<file path="config.mk">
export PLATFORM = sky130hd
export DESIGN_NAME = rvwb_top
export DESIGN_NICKNAME = d
export VERILOG_FILES = /design/src/rvwb_pkg.sv /design/src/rvwb_top.sv /design/src/wb_stage.sv /design/src/store_master.sv /design/src/reg_file.sv /design/src/result_format.sv
export VERILOG_INCLUDE_DIRS = /design/src /design/src/src
export SDC_FILE = /design/constraint.sdc
export NUM_CORES = 2
export LEC_CHECK = 0
export BUFFER_PORTS_ARGS = -buffer_cell sky130_fd_sc_hd__buf_2
export CAP_MARGIN = 30
export CELL_PAD_IN_SITES_DETAIL_PLACEMENT = 0
export CELL_PAD_IN_SITES_GLOBAL_PLACEMENT = 1
export CORE_ASPECT_RATIO = 0.5
export CORE_MARGIN = 2
export CORE_UTILIZATION = 46
export DETAILED_ROUTE_END_ITERATION = 6
export GPL_TIMING_DRIVEN = 0
export PLACE_DENSITY = 0.86
export SYNTH_ARGS = -nofsm -noshare
export SYNTH_HDL_FRONTEND = slang
export SYNTH_SLANG_ARGS = --single-unit
</file>
<file path="constraint.sdc">
create_clock -name clk -period 4.4 [get_ports clk]
set_clock_uncertainty 0.1 [all_clocks]
set_input_delay 0.44 -clock clk [delete_from_list [all_inputs] [get_ports clk]]
set_output_delay 0.44 -clock clk [all_outputs]
set_load 0.03 [all_outputs]
</file>
<file path="src/rvwb_settings.svh">
`ifndef RVWB_SETTINGS_SVH
`define RVWB_SETTINGS_SVH

// RV64 integer data path width
`define RVWB_XLEN 64

// architectural register count, x0 included
`define RVWB_NREGS 32

// index width for the register file
`define RVWB_RADDR_W 5

// one enable per byte of a doubleword
`define RVWB_SEL_W 8

`endif
</file>
<file path="src/rvwb_pkg.sv">
`include "rvwb_settings.svh"

package rvwb_pkg;

    typedef logic [`RVWB_XLEN-1:0]    xlen_t;
    typedef logic [`RVWB_RADDR_W-1:0] reg_addr_t;
    typedef logic [`RVWB_SEL_W-1:0]   byte_mask_t;
    typedef logic [31:0]              imm_t;       // store offset, sign-extended on use

    typedef enum logic {
        src_exec,                                  // alu / execute result
        src_mem                                    // memory stage result
    } res_src_e;

    typedef enum logic [1:0] {
        ext_none,                                  // full 64 bits
        ext_word_signed,                           // lw, addw and friends
        ext_word_zero,                             // lwu
        ext_half_signed                            // lh
    } ext_mode_e;

    typedef struct packed {
        xlen_t      exec_res;
        xlen_t      mem_res;
        res_src_e   src;
        ext_mode_e  ext;
        logic       rd_wen;
        reg_addr_t  rd;
        logic       is_store;
        reg_addr_t  base_reg;
        imm_t       imm;
        byte_mask_t wmask;
        logic       is_ebreak;
        xlen_t      pc;
    } wb_packet_t;

    typedef struct packed {
        xlen_t      adr;
        xlen_t      dat;
        byte_mask_t sel;
    } wb_req_t;

endpackage

</file>
<file path="src/rvwb_top.sv">
module rvwb_top (
    input  logic                 clk,
    input  logic                 rst_n,
    input  logic                 in_valid,
    input  rvwb_pkg::wb_packet_t in_pkt,
    output logic                 in_ready,
    output logic                 halted,
    output rvwb_pkg::xlen_t      retired_pc,
    input  rvwb_pkg::reg_addr_t  dbg_raddr,
    output rvwb_pkg::xlen_t      dbg_rdata,
    output logic                 wb_cyc,
    output logic                 wb_stb,
    output logic                 wb_we,
    output rvwb_pkg::xlen_t      wb_adr,
    output rvwb_pkg::xlen_t      wb_dat_w,
    output rvwb_pkg::byte_mask_t wb_sel,
    input  logic                 wb_ack,
    input  rvwb_pkg::xlen_t      wb_dat_r    // no loads return through this port
);

    rvwb_pkg::xlen_t     mem_res;
    rvwb_pkg::xlen_t     exec_res;
    rvwb_pkg::res_src_e  src;
    rvwb_pkg::ext_mode_e ext;
    rvwb_pkg::xlen_t     res;
    logic                we;
    rvwb_pkg::reg_addr_t waddr;
    rvwb_pkg::xlen_t     wdata;
    rvwb_pkg::reg_addr_t raddr_a;
    rvwb_pkg::xlen_t     rdata_a;
    logic                req_valid;
    rvwb_pkg::wb_req_t   req;
    logic                req_done;

    wb_stage stage_i (
        .clk, .rst_n, .in_valid, .in_pkt, .in_ready, .halted, .retired_pc,
        .mem_res, .exec_res, .src, .ext, .res,
        .we, .waddr, .wdata, .raddr_a, .rdata_a,
        .req_valid, .req, .req_done
    );

    result_format format_i (
        .mem_res, .exec_res, .src, .ext, .res
    );

    reg_file rf_i (
        .clk, .rst_n, .we, .waddr, .wdata,
        .raddr_a, .rdata_a,
        .raddr_b (dbg_raddr),
        .rdata_b (dbg_rdata)
    );

    store_master store_i (
        .clk, .rst_n, .req_valid, .req, .req_done,
        .wb_cyc, .wb_stb, .wb_we, .wb_adr, .wb_dat_w, .wb_sel, .wb_ack
    );

endmodule

</file>
<file path="src/wb_stage.sv">
module wb_stage (
    input  logic                 clk,
    input  logic                 rst_n,
    input  logic                 in_valid,
    input  rvwb_pkg::wb_packet_t in_pkt,
    output logic                 in_ready,
    output logic                 halted,
    output rvwb_pkg::xlen_t      retired_pc,
    output rvwb_pkg::xlen_t      mem_res,
    output rvwb_pkg::xlen_t      exec_res,
    output rvwb_pkg::res_src_e   src,
    output rvwb_pkg::ext_mode_e  ext,
    input  rvwb_pkg::xlen_t      res,
    output logic                 we,
    output rvwb_pkg::reg_addr_t  waddr,
    output rvwb_pkg::xlen_t      wdata,
    output rvwb_pkg::reg_addr_t  raddr_a,
    input  rvwb_pkg::xlen_t      rdata_a,
    output logic                 req_valid,
    output rvwb_pkg::wb_req_t    req,
    input  logic                 req_done
);

    typedef enum logic [1:0] {
        st_run,
        st_store_wait,
        st_halt
    } state_e;

    state_e state_q;
    logic   accept;

    assign in_ready = (state_q == st_run);
    assign halted   = (state_q == st_halt);
    assign accept   = in_valid && in_ready;

    // formatter works on the packet being accepted
    assign mem_res  = in_pkt.mem_res;
    assign exec_res = in_pkt.exec_res;
    assign src      = in_pkt.src;
    assign ext      = in_pkt.ext;

    assign we    = accept && in_pkt.rd_wen && !in_pkt.is_store && !in_pkt.is_ebreak;
    assign waddr = in_pkt.rd;
    assign wdata = res;

    // base register read before any write lands this cycle
    assign raddr_a   = in_pkt.base_reg;
    assign req_valid = accept && in_pkt.is_store;
    assign req.adr   = rdata_a + rvwb_pkg::xlen_t'(signed'(in_pkt.imm));
    assign req.dat   = res;
    assign req.sel   = in_pkt.wmask;

    always_ff @(posedge clk or negedge rst_n) begin
        if (!rst_n) begin
            state_q    <= st_run;
            retired_pc <= '0;
        end else begin
            if (accept) retired_pc <= in_pkt.pc;
            case (state_q)
                st_run: begin
                    if (accept && in_pkt.is_ebreak) begin
                        state_q <= st_halt;   // sticky until reset
                    end else if (accept && in_pkt.is_store) begin
                        state_q <= st_store_wait;
                    end
                end
                st_store_wait: begin
                    if (req_done) state_q <= st_run;
                end
                st_halt: state_q <= st_halt;
                default: state_q <= st_run;
            endcase
        end
    end

    assert property (@(posedge clk) disable iff (!rst_n)
        (accept && in_pkt.is_store) |-> !in_pkt.rd_wen)
        else $error("wb_stage: store packet also requests a register write");

    // completion from the bus side only while a store is pending
    assert property (@(posedge clk) disable iff (!rst_n)
        req_done |-> (state_q == st_store_wait))
        else $error("wb_stage: req_done without an outstanding store");

endmodule

</file>
<file path="src/store_master.sv">
module store_master (
    input  logic                 clk,
    input  logic                 rst_n,
    input  logic                 req_valid,
    input  rvwb_pkg::wb_req_t    req,
    output logic                 req_done,
    output logic                 wb_cyc,
    output logic                 wb_stb,
    output logic                 wb_we,
    output rvwb_pkg::xlen_t      wb_adr,
    output rvwb_pkg::xlen_t      wb_dat_w,
    output rvwb_pkg::byte_mask_t wb_sel,
    input  logic                 wb_ack
);

    typedef enum logic {
        st_idle,
        st_write
    } state_e;

    state_e            state_q;
    rvwb_pkg::wb_req_t req_q;

    always_ff @(posedge clk or negedge rst_n) begin
        if (!rst_n) begin
            state_q <= st_idle;
        end else begin
            case (state_q)
                st_idle: begin
                    if (req_valid) state_q <= st_write;
                end
                st_write: begin
                    if (wb_ack) state_q <= st_idle;   // single write, drop next cycle
                end
                default: state_q <= st_idle;
            endcase
        end
    end

    // payload only, held for the whole cycle
    always_ff @(posedge clk) begin
        if ((state_q == st_idle) && req_valid) begin
            req_q <= req;
        end
    end

    assign wb_cyc   = (state_q == st_write);
    assign wb_stb   = (state_q == st_write);
    assign wb_we    = (state_q == st_write);   // stores only on this port
    assign wb_adr   = req_q.adr;
    assign wb_dat_w = req_q.dat;
    assign wb_sel   = req_q.sel;
    assign req_done = wb_cyc && wb_ack;

    // stage must wait for req_done before the next store
    assert property (@(posedge clk) disable iff (!rst_n)
        req_valid |-> (state_q == st_idle))
        else $error("store_master: request while a write is in flight");

    // classic handshake: address, data and select frozen until ack
    assert property (@(posedge clk) disable iff (!rst_n)
        (wb_cyc && !wb_ack) |=> (wb_cyc && $stable(wb_adr)
                                 && $stable(wb_dat_w) && $stable(wb_sel)))
        else $error("store_master: bus signals changed before ack");

endmodule

</file>
<file path="src/reg_file.sv">
`include "rvwb_settings.svh"

module reg_file (
    input  logic                clk,
    input  logic                rst_n,
    input  logic                we,
    input  rvwb_pkg::reg_addr_t waddr,
    input  rvwb_pkg::xlen_t     wdata,
    input  rvwb_pkg::reg_addr_t raddr_a,
    output rvwb_pkg::xlen_t     rdata_a,
    input  rvwb_pkg::reg_addr_t raddr_b,
    output rvwb_pkg::xlen_t     rdata_b
);

    // x1..x31, x0 has no storage
    rvwb_pkg::xlen_t regs [1:`RVWB_NREGS-1];

    always_ff @(posedge clk or negedge rst_n) begin
        if (!rst_n) begin
            for (int i = 1; i < `RVWB_NREGS; i++) begin
                regs[i] <= '0;
            end
        end else if (we && (waddr != '0)) begin   // x0 writes dropped
            regs[waddr] <= wdata;
        end
    end

    // port a feeds the store address, port b is the debug read
    always_comb begin
        if (raddr_a == '0) begin
            rdata_a = '0;
        end else begin
            rdata_a = regs[raddr_a];
        end
    end

    always_comb begin
        if (raddr_b == '0) begin
            rdata_b = '0;
        end else begin
            rdata_b = regs[raddr_b];
        end
    end

endmodule

</file>
<file path="src/result_format.sv">
`include "rvwb_settings.svh"

module result_format (
    input  rvwb_pkg::xlen_t     mem_res,
    input  rvwb_pkg::xlen_t     exec_res,
    input  rvwb_pkg::res_src_e  src,
    input  rvwb_pkg::ext_mode_e ext,
    output rvwb_pkg::xlen_t     res
);

    rvwb_pkg::xlen_t raw;

    assign raw = (src == rvwb_pkg::src_mem) ? mem_res : exec_res;

    always_comb begin
        case (ext)
            rvwb_pkg::ext_none: begin
                res = raw;
            end
            rvwb_pkg::ext_word_signed: begin
                res = {{(`RVWB_XLEN-32){raw[31]}}, raw[31:0]};
            end
            rvwb_pkg::ext_word_zero: begin
                res = {{(`RVWB_XLEN-32){1'b0}}, raw[31:0]};
            end
            rvwb_pkg::ext_half_signed: begin
                res = {{(`RVWB_XLEN-16){raw[15]}}, raw[15:0]};
            end
            default: begin
                // only reachable with an X or Z mode from upstream
                res = '0;
                assert final (1'b0)
                    else $error("result_format: unknown ext mode %b", ext);
            end
        endcase
    end

endmodule

</file>
# Yosys cells after proc, flatten, opt, wreduce, memory -nomap -nowiden
# Index checks and enable logic that the tools add are counted.
# op_classes
n_eq_ne	7
n_addsub	1
muxes	20
n_bitwise	4
order_cmp	4
reduce_logical	18
# ops
operator	count
bitwise mux 1984 bit	1
binary-select mux 64 bit (select 5 bit)	2
2-to-1 mux 64 bit	8
demux 64 bit (select 5 bit)	1
one-hot mux 64 bit (4 select lines)	1
adder 64 bit	1
>= comparator 6 bit (second input constant)	3
inverter 5 -> 6 bit	3
logical AND 1 bit	10
logical NOT 5 bit	2
equality test 2 bit (second input constant)	3
< comparator 6 x 1 -> 1 bit (second input constant)	1
2-to-1 mux 2 bit	3
one-hot mux 2 bit (3 select lines)	1
nonzero test 5 bit	1
equality test 2 x 1 -> 1 bit (second input constant)	2
logical NOT 2 bit	2
inequality test 3 x 2 -> 1 bit (second input constant)	1
logical NOT 1 bit	2
2-to-1 mux 1 bit	2
inequality test 2 bit (second input constant)	1
one-hot mux 1 bit (2 select lines)	1
AND reduction 2 bit	1
inverter 1 bit	1
# word_totals
output_inout_bits	269
regBits	2187
wordCells	91

# Longest topological paths before layout
# depth
ltp_word	6
ltp_mapped	20
mapped_depth_nobuf	16

# By module
# A second synthesis with hierarchy kept.
# unflattened
hier_cells	9355
area_unflattened_um2	119652.3
# modules_own_cells
mod	area_each_um2	instances	cells_per_inst
reg_file	105959.1	1	8067
wb_stage	8450.6	1	1011
store_master	4151.5	1	143
result_format	1091.0	1	134

# Worst setup path before layout
# No wires, ideal clock.
# synth_path
kind	input to register
start	in in_pkt[105] in the netlist's numbering
end	reg store_i.req_q, in the netlist store_i.wb_adr[52], data pin
stages	18
setup_slack_ns	-1.267
t_arrival_ns	5.305
setup_ns	0.262
required_ns	4.038
cell_sequence	buf_2 clkbuf_1 clkbuf_1 mux4_2 mux4_2 mux2_2 ha_1 fa_1 a21oi_1 o211ai_2 a31o_2 a21oi_2 o31ai_4 o311ai_4 o41ai_4 a31oi_1 o21ai_1 xor2_1
# synth_rtl
item	line	rtl
from (decl)	rvwb_top.sv:5	input rvwb_pkg::wb_packet_t in_pkt,
to (signal assigned)	store_master.sv:43	req_q <= req;
to (decl)	store_master.sv:22	rvwb_pkg::wb_req_t req_q;

==> flow_summary.json <==
{
  "status": "complete, but fails checks",
  "violations": "design-rule violations, negative setup slack",
  "ir_worst_vdd_uv": 285,
  "cts.sink_count": 2187,
  "clkTransAtPathRegs_ns": 0.07,
  "min_from": "in_pkt[122]",
  "synth_top_area_cell": "dfrtp_1",
  "syn2layout_area_growth_pct": 18.3,
  "totalWireLength_um": 446000,
  "cts_tree": "done",
  "hold_path_class": "input port to flop",
  "numPlacedInstances": 13400,
  "nFillCells": 20300,
  "ant_nets": 0,
  "finalSetupViolCount": 96,
  "maxSlewHeadroom_pct": 19.7,
  "drc": 191,
  "drv_cap": 0,
  "htree_levels": 4,
  "synth_cell_types": 63,
  "drt-initial-drc-count": 13400,
  "cts-root-buf": "clkbuf_16",
  "worst_ep_required_time_ns": 4.94,
  "power_leakage_nw": 56.7,
  "first_pass_iters": 7,
  "multi_input_area_mm2": 0.0540,
  "max_freq_ghz": 0.197,
  "dr_total_vias": 92300,
  "max-clock-path-buffers": 4,
  "async_reset_ff_share_pct": 93.8,
  "coreArea_mm2": 0.243,
  "grt_max_degree": 167,
  "numCtsBuffers": 206,
  "layout-drive-gt1-share_pct": 27.5,
  "synth_warnings": 0,
  "grt_pass1_vias": 89400,
  "die_w_um": 703,
  "worst-path-max-fanout": 11,
  "start_kind": "input port",
  "ys_seq_area_share_pct": 49.3,
  "wl_per_cell_um": 31.7,
  "min_period_over_period_pct": 115,
  "io_pins": 590,
  "setup_ws_ns": -0.668,
  "final_hold_viol_count": 0,
  "drv_slew": 0,
  "netlist_area_mm2": 0.112,
  "fp-row-count": 128,
  "overflow": 0,
  "crit-reg2reg-launch": "rf_i.regs[4]",
  "crit_path_top_delay_cell": "mux4_2",
  "tightest_slew_ns": 1.20,
  "setup_tns_ns": -16.74,
  "regToRegSetupSlack_ns": -0.65,
  "max_stage_delay_ns": 0.54,
  "viasPerCell": 6.57,
  "syn-num-nets": 9880,
  "grt_pass1_wl_um": 634000,
  "synthTopCellsByCount": "nand2_1, dfrtp_1, o21ai_0",
  "critPathKind": "input port to flop",
  "crit_chain": "buf_6, buf_12, clkbuf_16, clkbuf_8, mux4_2, mux4_2, mux2_4, ha_4, fa_2, a21oi_4, o211ai_4, a31o_4, a21oi_4, buf_12, o31ai_4, o311ai_4, o41ai_4, buf_4, a31oi_4, o21ai_2, xor2_2",
  "synth_top_area_share_pct": 45.7,
  "nets": 11000,
  "rsz0062_at_grt": "yes",
  "grt_antenna_before_repair": 57,
  "grt.total_usage_pct": 35.6,
  "place_hpwl_um": 329000,
  "worst_setup_path_end_kind": "flop",
  "synth_flop_cell": "dfrtp_1",
  "port_buffers": 516,
  "hold_ws_ns": 0.0261,
  "die_area_mm2": 0.248,
  "fin_crit_ns": 5.07,
  "gp_congestion": 1.00,
  "synthCells": 9495,
  "start_util_pct": 46.2,
  "clk-insertion-delay-late_ns": 0.94,
  "syn_area_per_cell_um2": 11.8,
  "ys_ff_latch": 2187,
  "die_h_um": 353,
  "cellPowerDensity_mw_per_mm2": 345,
  "synthTopCellsByArea": "dfrtp_1, mux4_2, o21ai_0, nand2_1, edfxtp_1",
  "worst_ep_arrival_time_ns": 5.61,
  "seq_area_mm2": 0.0554,
  "synth_edf_count": 136,
  "finalNonFillerCells": 14000,
  "startpoint": "in_pkt[106]",
  "yosysMostFrequentCell": "nand2_1"
}
## routing by layer
layer	GRT usage, %	wire length [µm]
met5	1.30	995
met4	23.8	35200
met3	16.3	64400
met2	49.0	187000
met1	44.9	159000
## cell type report
type                       count  share of cell area [%]
antenna                       62                   0.117
clock inverter                90                   0.798
inverter                      85                   0.240
timing repair buffer         877                    5.46
sequential                  2187                    41.7
buffer                       974                    3.56
tap                         3250                    3.06
multi-input combinational   6240                    40.6
clock buffer                 281                    4.44
## logic make-up (layout without fill, tap and decap cells)
logic type	Yosys count	after routing	synth area share, %
XOR/XNOR	60	60	0.468
AO/OA/AOI/OAI	2385	2385	11.4
multiplexers	1538	1538	26.9
other	0	62	0
AND/OR/NAND/NOR	2193	2193	7.51
buffers and inverters	1068	2307	3.61
flip-flops	2187	2187	49.3
adder cells (fa/ha/maj)	64	64	0.720
## per-stage QoR
step	worst slack [ns]	total power [mW]	instance area, µm²	util [%]
4_1_cts	-0.609	45.5	132000	54.2
2_1_floorplan	-0.538	24.3	113000	-
3_3_place_gp	-43.11	26.4	119000	49.0
5_1_grt	-0.625	46.8	133000	54.6
3_5_place_dp	-3.22	26.6	121000	49.9
6_report	-0.668	45.8	133000	54.6
## cells in the final DEF, fill, tap and decap left out, drive strengths merged, types with 9 or more instances in the layout
cell / synthesis / final
a21o: 49 / 49
a21oi: 113 / 113
a22o: 127 / 127
a31oi: 13 / 13
buf: 121 / 874
bufinv: 0 / 22
clkbuf: 862 / 1135
clkinv: 0 / 51
clkinvlp: 0 / 12
dfrtp: 2051 / 2051
diode: 0 / 62
dlygate4sd3: 0 / 114
edfxtp: 136 / 136
ha: 63 / 63
inv: 85 / 90
mux2: 352 / 352
mux2i: 34 / 34
mux4: 1152 / 1152
nand2: 2073 / 2073
nand3: 15 / 15
nand4: 10 / 10
nor2: 39 / 39
nor3: 14 / 14
o21ai: 2027 / 2027
o21bai: 9 / 9
xnor2: 39 / 39
xor2: 21 / 21
## worst paths after layout
check	to	cells after the start
max	store_i.wb_adr[52]	21
min	rf_i.regs[1922]	3
max reg2reg	store_i.wb_adr[63]	16
min reg2reg	rf_i.regs[1292]	2
max in group asynchronous	rf_i.regs[536]	5
min in group asynchronous	stage_i.retired_pc[19]	2
## worst max-delay path: cells and delay by family
family	cells	cell delay (ns)
compound gates	9	1.69
xor+xnor	1	0.31
fa+ha+maj	2	0.55
buf+inv	6	1.33
mux	3	1.22
## state kept, by name, indices dropped and copies added (netlist names)
signal and count:
stage_i.state_q 2, rf_i.regs 1984, store_i.wb_dat_w 64, store_i.wb_sel 8, stage_i.retired_pc 64, store_i.wb_cyc 1
store_i.wb_adr 64
## where the power goes
part	leakage [nW]	switching [mW]	internal [mW]	total, mW
Combinational	23.5	3.71	1.85	5.56
Sequential	29.7	0.324	20.8	21.1
Clock	3.42	8.48	10.7	19.2
## repair_timing
action                                  CTS  global route
cloned                                    2             0
endpoints found under the setup margin  121           110
endpoints found under the hold margin   227             0
buffers inserted                         68            37
hold buffers                            114             0
resized for setup                       352           117
pin swaps                                45            54
Note: power is estimated with default switching activity, not from simulation.
